$ cat config.mk
export PLATFORM = sky130hd
export DESIGN_NAME = dcache_ctrl_top
export DESIGN_NICKNAME = d
export VERILOG_FILES = /design/src/common/mem_op_pkg.sv /design/src/common/dcache_pkg.sv /design/src/way_write_mask.sv /design/src/fsm/dcache_main_fsm.sv /design/src/dcache_ctrl_top.sv
export SDC_FILE = /design/constraint.sdc
export NUM_CORES = 1
export LEC_CHECK = 0
export ABC_AREA = 0
export BUFFER_PORTS_ARGS = -buffer_cell sky130_fd_sc_hd__buf_2
export CORE_MARGIN = 10
export CORE_UTILIZATION = 34
export DETAILED_ROUTE_END_ITERATION = 10
export GPL_TIMING_DRIVEN = 1
export PLACE_DENSITY = 0.82
export SLEW_MARGIN = 15
export SYNTH_ARGS = -nofsm -noshare
export SYNTH_HDL_FRONTEND = slang
export SYNTH_SLANG_ARGS = --single-unit
$ cat constraint.sdc
create_clock -name clk -period 2.05 [get_ports clk]
set_input_delay 0.205 -clock clk [delete_from_list [all_inputs] [get_ports clk]]
set_output_delay 0.205 -clock clk [all_outputs]
set_load 0.01 [all_outputs]
$ cat src/common/mem_op_pkg.sv
`default_nettype none

package mem_op_pkg;

    typedef logic [2:0] mem_type_t;

    // Store codes and every other value is a load
    localparam mem_type_t ST_W = 3'b001;
    localparam mem_type_t ST_B = 3'b110;
    localparam mem_type_t ST_H = 3'b111;

    // Byte offset inside a 16-byte line
    typedef struct packed {
        logic [1:0] word_idx;
        logic [1:0] byte_idx;
    } line_offset_t;

endpackage

`default_nettype wire

$ cat src/common/dcache_pkg.sv
`default_nettype none

package dcache_pkg;

    ////////////////////
    // Geometry
    localparam int NUM_WAYS      = 2;
    localparam int LINE_BYTES    = 16;
    localparam int OFFSET_W      = 4;
    localparam int WORD_OFFSET_W = 2;

    // Way 0 in the low half, way 1 in the high half
    typedef logic [NUM_WAYS*LINE_BYTES-1:0] mem_we_t;
    typedef logic [NUM_WAYS-1:0]            way_mask_t;

    typedef enum logic [2:0] {
        IDLE       = 3'h0,
        LOOKUP     = 3'h1,
        MISS       = 3'h2,
        REFILL     = 3'h3,
        WAIT_WRITE = 3'h4,
        MISS_A     = 3'h5
    } dcache_state_t;

    ////////////////////
    // Grouped control
    typedef struct packed {
        logic rvalid;
        logic wvalid;
    } cache_req_t;

    typedef struct packed {
        logic                  rvalid_pipe;
        logic                  wvalid_pipe;
        logic                  uncache_pipe;
        mem_op_pkg::mem_type_t mem_type_pipe;
        logic [31:0]           address;
    } pipe_info_t;

    typedef struct packed {
        logic rbuf_we;
        logic mbuf_we;
        logic wbuf_we;
        logic data_from_mem_sel;
        logic rready;
        logic wready;
        logic lru_update;
        logic miss_lru_update;
        logic miss_lru_way;
        logic wfsm_en;
        logic wfsm_rset;
    } dcache_ctrl_t;

endpackage

`default_nettype wire

$ cat src/way_write_mask.sv
`timescale 1ns/1ps
`default_nettype none

module way_write_mask
    import dcache_pkg::*;
    import mem_op_pkg::*;
(
    input  wire logic       store_hit,
    input  wire logic       refill,
    input  wire pipe_info_t pipe,
    input  wire way_mask_t  hit,
    input  wire logic       way_sel,
    output mem_we_t         mem_we,
    output way_mask_t       tag_dv_we
);

    line_offset_t          off;
    logic [LINE_BYTES-1:0] store_be;
    logic [LINE_BYTES-1:0] way_be;
    logic                  tgt_way;

    assign off = pipe.address[OFFSET_W-1:0];

    ////////////////////
    // Store byte enables
    always_comb begin
        case (pipe.mem_type_pipe)
            ST_W: begin
                store_be = LINE_BYTES'(4'hf) << {off.word_idx, 2'b00};
            end
            ST_H: begin
                // misaligned halfword writes nothing
                store_be = off.byte_idx[0] ? '0 : LINE_BYTES'(2'b11) << off;
            end
            ST_B: begin
                store_be = LINE_BYTES'(1'b1) << off;
            end
            default: begin
                store_be = '0;
            end
        endcase
    end

    // Refill targets the victim and a store hit prefers way 0
    assign tgt_way = refill ? way_sel : ~hit[0];
    assign way_be  = refill ? '1 : store_be;

    ////////////////////
    // Place into the way's half
    always_comb begin
        mem_we    = '0;
        tag_dv_we = '0;
        if (store_hit || refill) begin
            mem_we[tgt_way*LINE_BYTES +: LINE_BYTES] = way_be;
            tag_dv_we[tgt_way]                       = 1'b1;
        end
    end

    strobe_excl: assert #0 (!(store_hit && refill))
        else $error("store_hit and refill active together");

endmodule

`default_nettype wire

$ cat src/fsm/dcache_main_fsm.sv
`timescale 1ns/1ps
`default_nettype none

module dcache_main_fsm
    import dcache_pkg::*;
#(
    parameter int ADDR_WIDTH = 32
) (
    input  wire logic             clk,
    input  wire logic             rstn,
    input  wire cache_req_t       req,
    input  wire pipe_info_t       pipe,
    input  wire way_mask_t        hit,
    input  wire logic             way_sel,
    input  wire logic             write_finish,
    input  wire logic             d_arready,
    input  wire logic             d_rvalid,
    input  wire logic             d_rlast,
    output logic                  d_arvalid,
    output logic [ADDR_WIDTH-1:0] d_araddr,
    output logic                  d_rready,
    output dcache_ctrl_t          ctrl,
    output logic                  store_hit,
    output logic                  refill
);

    dcache_state_t state;
    dcache_state_t state_next;
    logic          new_req;
    logic          any_hit;

    assign new_req = req.rvalid | req.wvalid;
    assign any_hit = |hit;

    ////////////////////
    // State register
    always_ff @(posedge clk) begin
        if (!rstn) begin
            state <= IDLE;
        end else begin
            state <= state_next;
        end
    end

    ////////////////////
    // Next state
    always_comb begin
        state_next = state;
        case (state)
            IDLE: begin
                if (new_req) begin
                    state_next = LOOKUP;
                end
            end
            LOOKUP: begin
                if (pipe.uncache_pipe) begin
                    // Uncached writes skip the read entirely
                    state_next = pipe.rvalid_pipe ? MISS_A : WAIT_WRITE;
                end else if (!any_hit) begin
                    state_next = MISS_A;
                end else if (!new_req) begin
                    state_next = IDLE;
                end
            end
            MISS_A: begin
                if (d_arready) begin
                    state_next = MISS;
                end
            end
            MISS: begin
                if (d_rvalid && d_rlast) begin
                    state_next = pipe.uncache_pipe ? WAIT_WRITE : REFILL;
                end
            end
            REFILL: begin
                state_next = WAIT_WRITE;
            end
            WAIT_WRITE: begin
                if (write_finish) begin
                    state_next = IDLE;
                end
            end
            default: begin
                state_next = IDLE;
            end
        endcase
    end

    ////////////////////
    // Outputs per state
    always_comb begin
        ctrl                   = '0;
        ctrl.data_from_mem_sel = 1'b1;
        d_arvalid              = 1'b0;
        d_araddr               = '0;
        d_rready               = 1'b0;
        case (state)
            IDLE: begin
                ctrl.rbuf_we   = 1'b1;
                ctrl.rready    = 1'b1;
                ctrl.wready    = 1'b1;
                ctrl.wfsm_rset = 1'b1;
            end
            LOOKUP: begin
                if (pipe.uncache_pipe) begin
                    ctrl.wfsm_en = !pipe.rvalid_pipe;
                end else if (any_hit) begin
                    ctrl.rbuf_we           = 1'b1;
                    ctrl.data_from_mem_sel = 1'b0;
                    ctrl.rready            = !pipe.wvalid_pipe;
                    ctrl.wready            = pipe.wvalid_pipe;
                    ctrl.lru_update        = 1'b1;
                end else begin
                    // Capture miss info and start victim write-back
                    ctrl.mbuf_we = 1'b1;
                    ctrl.wbuf_we = 1'b1;
                    ctrl.wfsm_en = 1'b1;
                end
            end
            MISS_A: begin
                d_arvalid = 1'b1;
                if (pipe.uncache_pipe) begin
                    d_araddr = {pipe.address[ADDR_WIDTH-1:WORD_OFFSET_W],
                                {WORD_OFFSET_W{1'b0}}};
                end else begin
                    d_araddr = {pipe.address[ADDR_WIDTH-1:OFFSET_W], {OFFSET_W{1'b0}}};
                end
            end
            MISS: begin
                d_rready = 1'b1;
            end
            REFILL: begin
                ctrl.miss_lru_update = 1'b1;
                ctrl.miss_lru_way    = way_sel;
            end
            default: begin
            end
        endcase
    end

    // Strobes to the mask decoder
    assign store_hit = (state == LOOKUP) && any_hit && !pipe.uncache_pipe && pipe.wvalid_pipe;
    assign refill    = (state == REFILL);

    ////////////////////
    // Checks
    araddr_stable: assert property (@(posedge clk) disable iff (!rstn)
        d_arvalid && !d_arready |=> d_arvalid && $stable(d_araddr))
        else $error("d_araddr changed while read request pending");

    refill_once: assert property (@(posedge clk) disable iff (!rstn)
        state == REFILL |=> state != REFILL)
        else $error("REFILL held for more than one cycle");

endmodule

`default_nettype wire

$ cat src/dcache_ctrl_top.sv
`timescale 1ns/1ps
`default_nettype none

module dcache_ctrl_top
    import dcache_pkg::*;
#(
    parameter int ADDR_WIDTH = 32
) (
    input  wire logic             clk,
    input  wire logic             rstn,
    input  wire cache_req_t       req,
    input  wire pipe_info_t       pipe,
    input  wire way_mask_t        hit,
    input  wire logic             way_sel,
    input  wire logic             write_finish,
    input  wire logic             d_arready,
    input  wire logic             d_rvalid,
    input  wire logic             d_rlast,
    output logic                  d_arvalid,
    output logic [ADDR_WIDTH-1:0] d_araddr,
    output logic                  d_rready,
    output dcache_ctrl_t          ctrl,
    output mem_we_t               mem_we,
    output way_mask_t             tag_dv_we
);

    logic store_hit;
    logic refill;

    dcache_main_fsm #(
        .ADDR_WIDTH (ADDR_WIDTH)
    ) i_dcache_main_fsm (
        .clk          (clk),
        .rstn         (rstn),
        .req          (req),
        .pipe         (pipe),
        .hit          (hit),
        .way_sel      (way_sel),
        .write_finish (write_finish),
        .d_arready    (d_arready),
        .d_rvalid     (d_rvalid),
        .d_rlast      (d_rlast),
        .d_arvalid    (d_arvalid),
        .d_araddr     (d_araddr),
        .d_rready     (d_rready),
        .ctrl         (ctrl),
        .store_hit    (store_hit),
        .refill       (refill)
    );

    way_write_mask i_way_write_mask (
        .store_hit (store_hit),
        .refill    (refill),
        .pipe      (pipe),
        .hit       (hit),
        .way_sel   (way_sel),
        .mem_we    (mem_we),
        .tag_dv_we (tag_dv_we)
    );

endmodule

`default_nettype wire

==> Word-level counts from Yosys, hierarchy flattened <==
Index checks and enable logic that the tools add are counted.
{ "classes": {"reduce_logical": 12, "eq_ne": 13, "muxes": 35, "n_shift": 5, "order_cmp": 2, "n_bitwise": 3, "addsub": 1} }
{ "op_table": {"columns": ["cell", "n"], "rows": [
  ["two-way mux 32 bit", 2],
  ["case mux 16 bit (3 select lines)", 1],
  ["negation 5 -> 34 bit", 1],
  ["variable shift 16 x 34 -> 32 bit (first input constant)", 1],
  ["indexed part select 16 x 34 -> 32 bit", 1],
  ["AND 32 bit", 1],
  ["two-way mux 16 bit", 2],
  ["two-way mux 3 bit", 9],
  ["case mux 3 bit (6 select lines)", 1],
  ["left shift 1 x 4 -> 16 bit (first input constant)", 1],
  ["left shift 2 x 4 -> 16 bit (first input constant)", 1],
  ["left shift 4 x 4 -> 16 bit (first input constant)", 1],
  ["equality test 3 bit (second input constant)", 4],
  ["two-way mux 1 bit", 11],
  ["two-way mux 4 bit", 2],
  ["two-way mux 7 bit", 1],
  ["equality test 3 x 1 -> 1 bit (second input constant)", 2],
  ["equality test 3 x 2 -> 1 bit (second input constant)", 2],
  ["two-way mux 2 bit", 3],
  ["logical AND 1 bit", 5],
  ["AND reduction 5 bit", 1],
  ["!= test 2 x 1 -> 1 bit (second input constant)", 2],
  ["!= test 2 bit (second input constant)", 2],
  ["!= test 4 bit (second input constant)", 1],
  ["11 further kinds", 13]
]} }
{ "word_totals": {"regBits": 3, "input_bits": 49, "wordCells": 72, "output_inout_bits": 79} }

==> Depth between registers and ports, before layout <==
{ "depth": {"depth_word": 7, "depth_mapped": 8, "mapped_depth_nobuf": 6} }

==> By module <==
From an unflattened synthesis, not the netlist that was laid out.
{ "hier_totals": {"hier_cells": 174, "hier_area_um2": 1171.1} }
{ "modules_own_cells": {"columns": ["module", "cells_each", "seq_area_each_um2", "area_each_um2", "n_inst"], "rows": [
  ["dcache_main_fsm", 87, 60.1, 594.3, 1],
  ["way_write_mask", 87, 0.0, 576.8, 1]
]} }

==> Least setup slack after synthesis <==
No wires, ideal clock.
{ "synth_path": {"path_kind": "register to output", "start": "register i_dcache_main_fsm.state[1]", "end": "output mem_we[10]", "t_arrival_ns": 1.828, "slack_ns": 0.017, "t_required_ns": 1.845, "path_stages_with_launch": 9, "path_cell_list": "dfxtp_1 buf_6 or4b_1 or2_1 buf_6 clkinv_4 a32oi_4 buf_6 nor2_1"} }
{ "synth_between": {"elab_chain_len": 6, "elab_cells_between_ends": 13, "cone_classes": "add/sub (1); eq/ne (2); shift (2); mux (3); bitwise (1); reduce/logical (4)"} }
{ "synth_rtl": {"columns": ["element", "line", "source"], "rows": [
  ["start: declaration", "dcache_main_fsm.sv:27", "dcache_state_t state;"],
  ["start signal: assignment", "dcache_main_fsm.sv:41", "state <= state_next;"],
  ["equality test 3 x 2 -> 1 bit / equality test 3 x 1 -> 1 bit (equally long branches)", "dcache_main_fsm.sv:143, dcache_main_fsm.sv:142", null],
  ["two-way mux 1 bit / logical AND 1 bit (equally long branches)", "way_write_mask.sv:45, dcache_main_fsm.sv:142", null],
  ["negation 5 -> 34 bit / logical AND 1 bit (equally long branches)", "way_write_mask.sv:54, dcache_main_fsm.sv:142", null],
  ["indexed part select 16 x 34 -> 32 bit, or another cell as far along", "way_write_mask.sv:54", "mem_we[tgt_way*LINE_BYTES +: LINE_BYTES] = way_be;"],
  ["AND 32 bit (no line) / logical OR 1 bit (equally long branches)", null, null],
  ["two-way mux 32 bit (*)", "way_write_mask.sv:53", "if (store_hit || refill) begin"],
  ["end: declaration", "dcache_ctrl_top.sv:23", "output mem_we_t mem_we,"]
]} }
Mark *: on every way between the ends. The rest lies on a longest branch, timed or not.

==> Final worst setup path <==
{ "layout_path": {"start": "register i_dcache_main_fsm.state[2]", "end": "output mem_we[9]"} }
The elaborated chain is that of the path after synthesis.

==> impl_metrics.tcl <==
set metrics [dict create \
    synth_cells 176 \
    required_ns 1.85 \
    regMostFlops "i_dcache_main_fsm.state" \
    diodes 0 \
    synth_top_area_share 0.1775 \
    synth-edff-count 0 \
    cts_tree "yes" \
    r2r_start "i_dcache_main_fsm.state[2]" \
    place_area_sq_um 1732 \
    start_kind "flop" \
    yosysTopAreaCell "and2_1" \
    rows 20 \
    portBuffers 125 \
    critPathKind "flop to output port" \
    clock.fmax_ghz 0.4829 \
    power.share.clock 0.126 \
    start_util 0.3578 \
    vias_per_cell 4.876 \
    cts.path.max_buffers 2 \
    outcome "complete, but fails checks" \
    switching_power_uw 392.1 \
    grt_pass1_vias 1724 \
    die_y_um 76.68 \
    regArea_sq_um 60.06 \
    seq_power_share 0.103 \
    wl_per_cell_um 14.44 \
    final_area_sq_um 1874 \
    hold_path.class "primary input to flop" \
    dieWidth_um 76.68 \
    ctsRootBufferMaster "clkbuf_4" \
    total_power_uw 817.6 \
    cts_buffers 3 \
    synthArstFlopShare 0 \
    first_pass_iters 5 \
    synth_xor_area_frac 0 \
    multi_input_area_sq_um 982.2 \
    clkSinkCount 3 \
    synth.area.mux_share 0.01833 \
    wl_um 5012 \
    ir_drop_v 0.0001651 \
    min_period_ns 2.071 \
    drt_iter0_drc 102 \
    ctsHoldBuffers 0 \
    setup_slack_ns -0.02095 \
    violations "negative setup slack" \
    grt_max_degree 33 \
    synth-adder-area-share 0.04582 \
    cp-endpoint "mem_we[9]" \
    grt_overflow 0 \
    rsz0062_at_grt "true" \
    cp-end-kind "output port" \
    synth_warnings 0 \
    num-fill-cells 309 \
    die_area_sq_um 5880 \
    path_clk_slew_ns 0.04 \
    area_growth_pct 71.59 \
    ys_top_cells_by_area "and2_1 18%, nor2_1 13%, a21oi_1 7.8%" \
    io_pins 128 \
    ys_types 42 \
    via_count 1692 \
    worstMarginPinSlew_ns 0.6496 \
    crit_start "i_dcache_main_fsm.state[2]" \
    antenna_found_initial 0 \
    synth_top_family_by_area "simple AND/OR/NAND/NOR gates" \
    rrSetupSlack_ns 0.20 \
    maxCapViolations 0 \
    grt_usage 0.1578 \
    clkLatencyLatePin_ns 0.23 \
    worstRegToRegCells 5 \
    rr_endpoint "i_dcache_main_fsm.state[0]" \
    synth_seq_cells 3 \
    cp.arrival_ns 1.87 \
    min_period_over_period 1.010 \
    drc 0 \
    p_leak_nw 1.051 \
    ys.flop_type "dfxtp_1" \
    synth_compound_area_frac 0.2417 \
    synthSimpleGateAreaFrac 0.4960 \
    reg_top3 "i_dcache_main_fsm.state: 3 flops" \
    final_util 0.6139 \
    seq_area_frac_synth 0.05498 \
    p_per_area_nw_per_um2 436.2 \
    core_area_sq_um 3053 \
    pwr-share-comb 0.771 \
    grt_pass1_wl_um 8073 \
    final_nets 357 \
    layout-drive-gt1-share 0.5050 \
    slew_violations 0 \
    syn_area_sq_um 1092 \
    slew_headroom 0.5601 \
    path_max_fanout 8 \
    htreeDepth 1 \
    finalHoldViolations 0 \
    syn_area_per_cell_sq_um 6.206 \
    largest_reg_flops 3 \
    setup_viol 8 \
    p_int_uw 425.5 \
    hpwl_um 4038 \
    skew_ns 0.005149 \
    ant_nets 0 \
    sw_frac_of_total 0.4796 \
    routabilityCongestion 0.8446 \
]
[synthesized netlist by cell type (2+ instances only)]
library cell / count
and2_1: 31
nor2_1: 38
a21oi_1: 17
ha_1: 4
o21ai_0: 3
nand3b_1: 2
inv_1: 9
nand4b_1: 3
buf_4: 4
or3_1: 2
a21boi_0: 2
nand2_1: 10
a221oi_1: 2
clkbuf_1: 8
nor3_1: 2
nor3b_1: 2
nand2b_1: 2
buf_6: 4
o311ai_0: 2
nor2b_1: 3
mux2i_1: 2
and3_1: 2
dfxtp_1: 3
[cell type report]
type,count,share of cell area
Timing Repair Buffer,135,0.3738
Multi-Input combinational cell,151,0.5240
Sequential cell,3,0.03204
Tap cell,44,0.02937
Clock buffer,4,0.01402
Inverter,10,0.02670
[how the worst min path moves through the flow]
stage | from | slack [ns] | depth (start not counted) | to
after floorplan | rstn | 0.35 | 2 | i_dcache_main_fsm.state[0]
after global placement | rstn | 0.49 | 3 | i_dcache_main_fsm.state[0]
after detailed placement | rstn | 0.49 | 3 | i_dcache_main_fsm.state[2]
after CTS | rstn | 0.25 | 3 | i_dcache_main_fsm.state[1]
after global routing | rstn | 0.26 | 3 | i_dcache_main_fsm.state[0]
final | rstn | 0.26 | 3 | i_dcache_main_fsm.state[1]
[cell usage in the layout (no fill, tap or decap), types with 2 or more instances in the layout]
cell type and instances:
o21ai_0 3, a21boi_0 2, nor2_1 35, nor2b_1 3
nor2_2 3, nor3_1 2, ha_1 4, nand2_1 10
nand3b_1 2, conb_1 2, nand4b_1 3, and3_1 2
dfxtp_1 3, a31oi_4 2, a221oi_1 2, inv_1 9
mux2i_1 2, a21oi_1 17, o311ai_1 2, clkbuf_4 3
and2_1 30, a32oi_4 2, buf_4 10, nand2b_1 2
or3_1 2, buf_2 125
[cell families (layout without fill, tap and decap cells)]
family,count (synthesis),after routing
AND/OR/NAND/NOR,103,103
AO/OA/AOI/OAI,36,40
flip-flops,3,3
other,1,2
adder cells (fa/ha/maj),4,4
multiplexers,2,2
buffers and inverters,27,149
[layer usage]
metal  global-route usage  part of all wire  routed length (um)
met1               0.1649              0.37                1868
met2               0.2816              0.51                2571
met3              0.05828             0.094                 473
met4              0.05576             0.020                  98
met5                    0                 0                   0
[worst max-delay path: stages, from the launching register on]
cell	delay (ns)
dfxtp_1	0.30
or4b_4	0.53
or2_4	0.28
clkinv_8	0.09
a32oi_4	0.16
nor2_1	0.13
buf_2	0.14
[power by group through the flow]
stage / Combinational, mW / Clock (mW) / Sequential (mW)
finish: 0.631 / 0.103 / 0.0842
global route: 0.698 / 0.112 / 0.0865
CTS: 0.620 / 0.104 / 0.0835
detailed placement: 0.570 / 0 / 0.0844
global placement: 0.565 / 0 / 0.0827
floorplan: 0.352 / 0 / 0.0850
[stage by stage]
| stage | setup slack (ns) | hold WS, ns | setup TNS, ns | std cells |
|---|---|---|---|---|
| floorplan | 0.01682 | 0.3549 | 0 | 177 |
| global placement | 0.1523 | 0.4867 | 0 | 337 |
| detailed placement | 0.09030 | 0.4935 | 0 | 337 |
| CTS | -0.01598 | 0.2535 | -0.04812 | 346 |
| global route | -0.1272 | 0.2626 | -2.236 | 347 |
| finish | -0.02095 | 0.2585 | -0.09157 | 347 |
[repair_timing]
| item | in CTS | in global routing |
|---|---|---|
| resized for setup | 6 | 6 |
| setup endpoints to repair | 33 | 35 |
| setup buffers | 1 | 1 |
| gates cloned | 4 | 0 |
| hold endpoints to repair | 0 | 0 |
| pin swaps | 7 | 24 |
(Power assumes the default switching activity.)
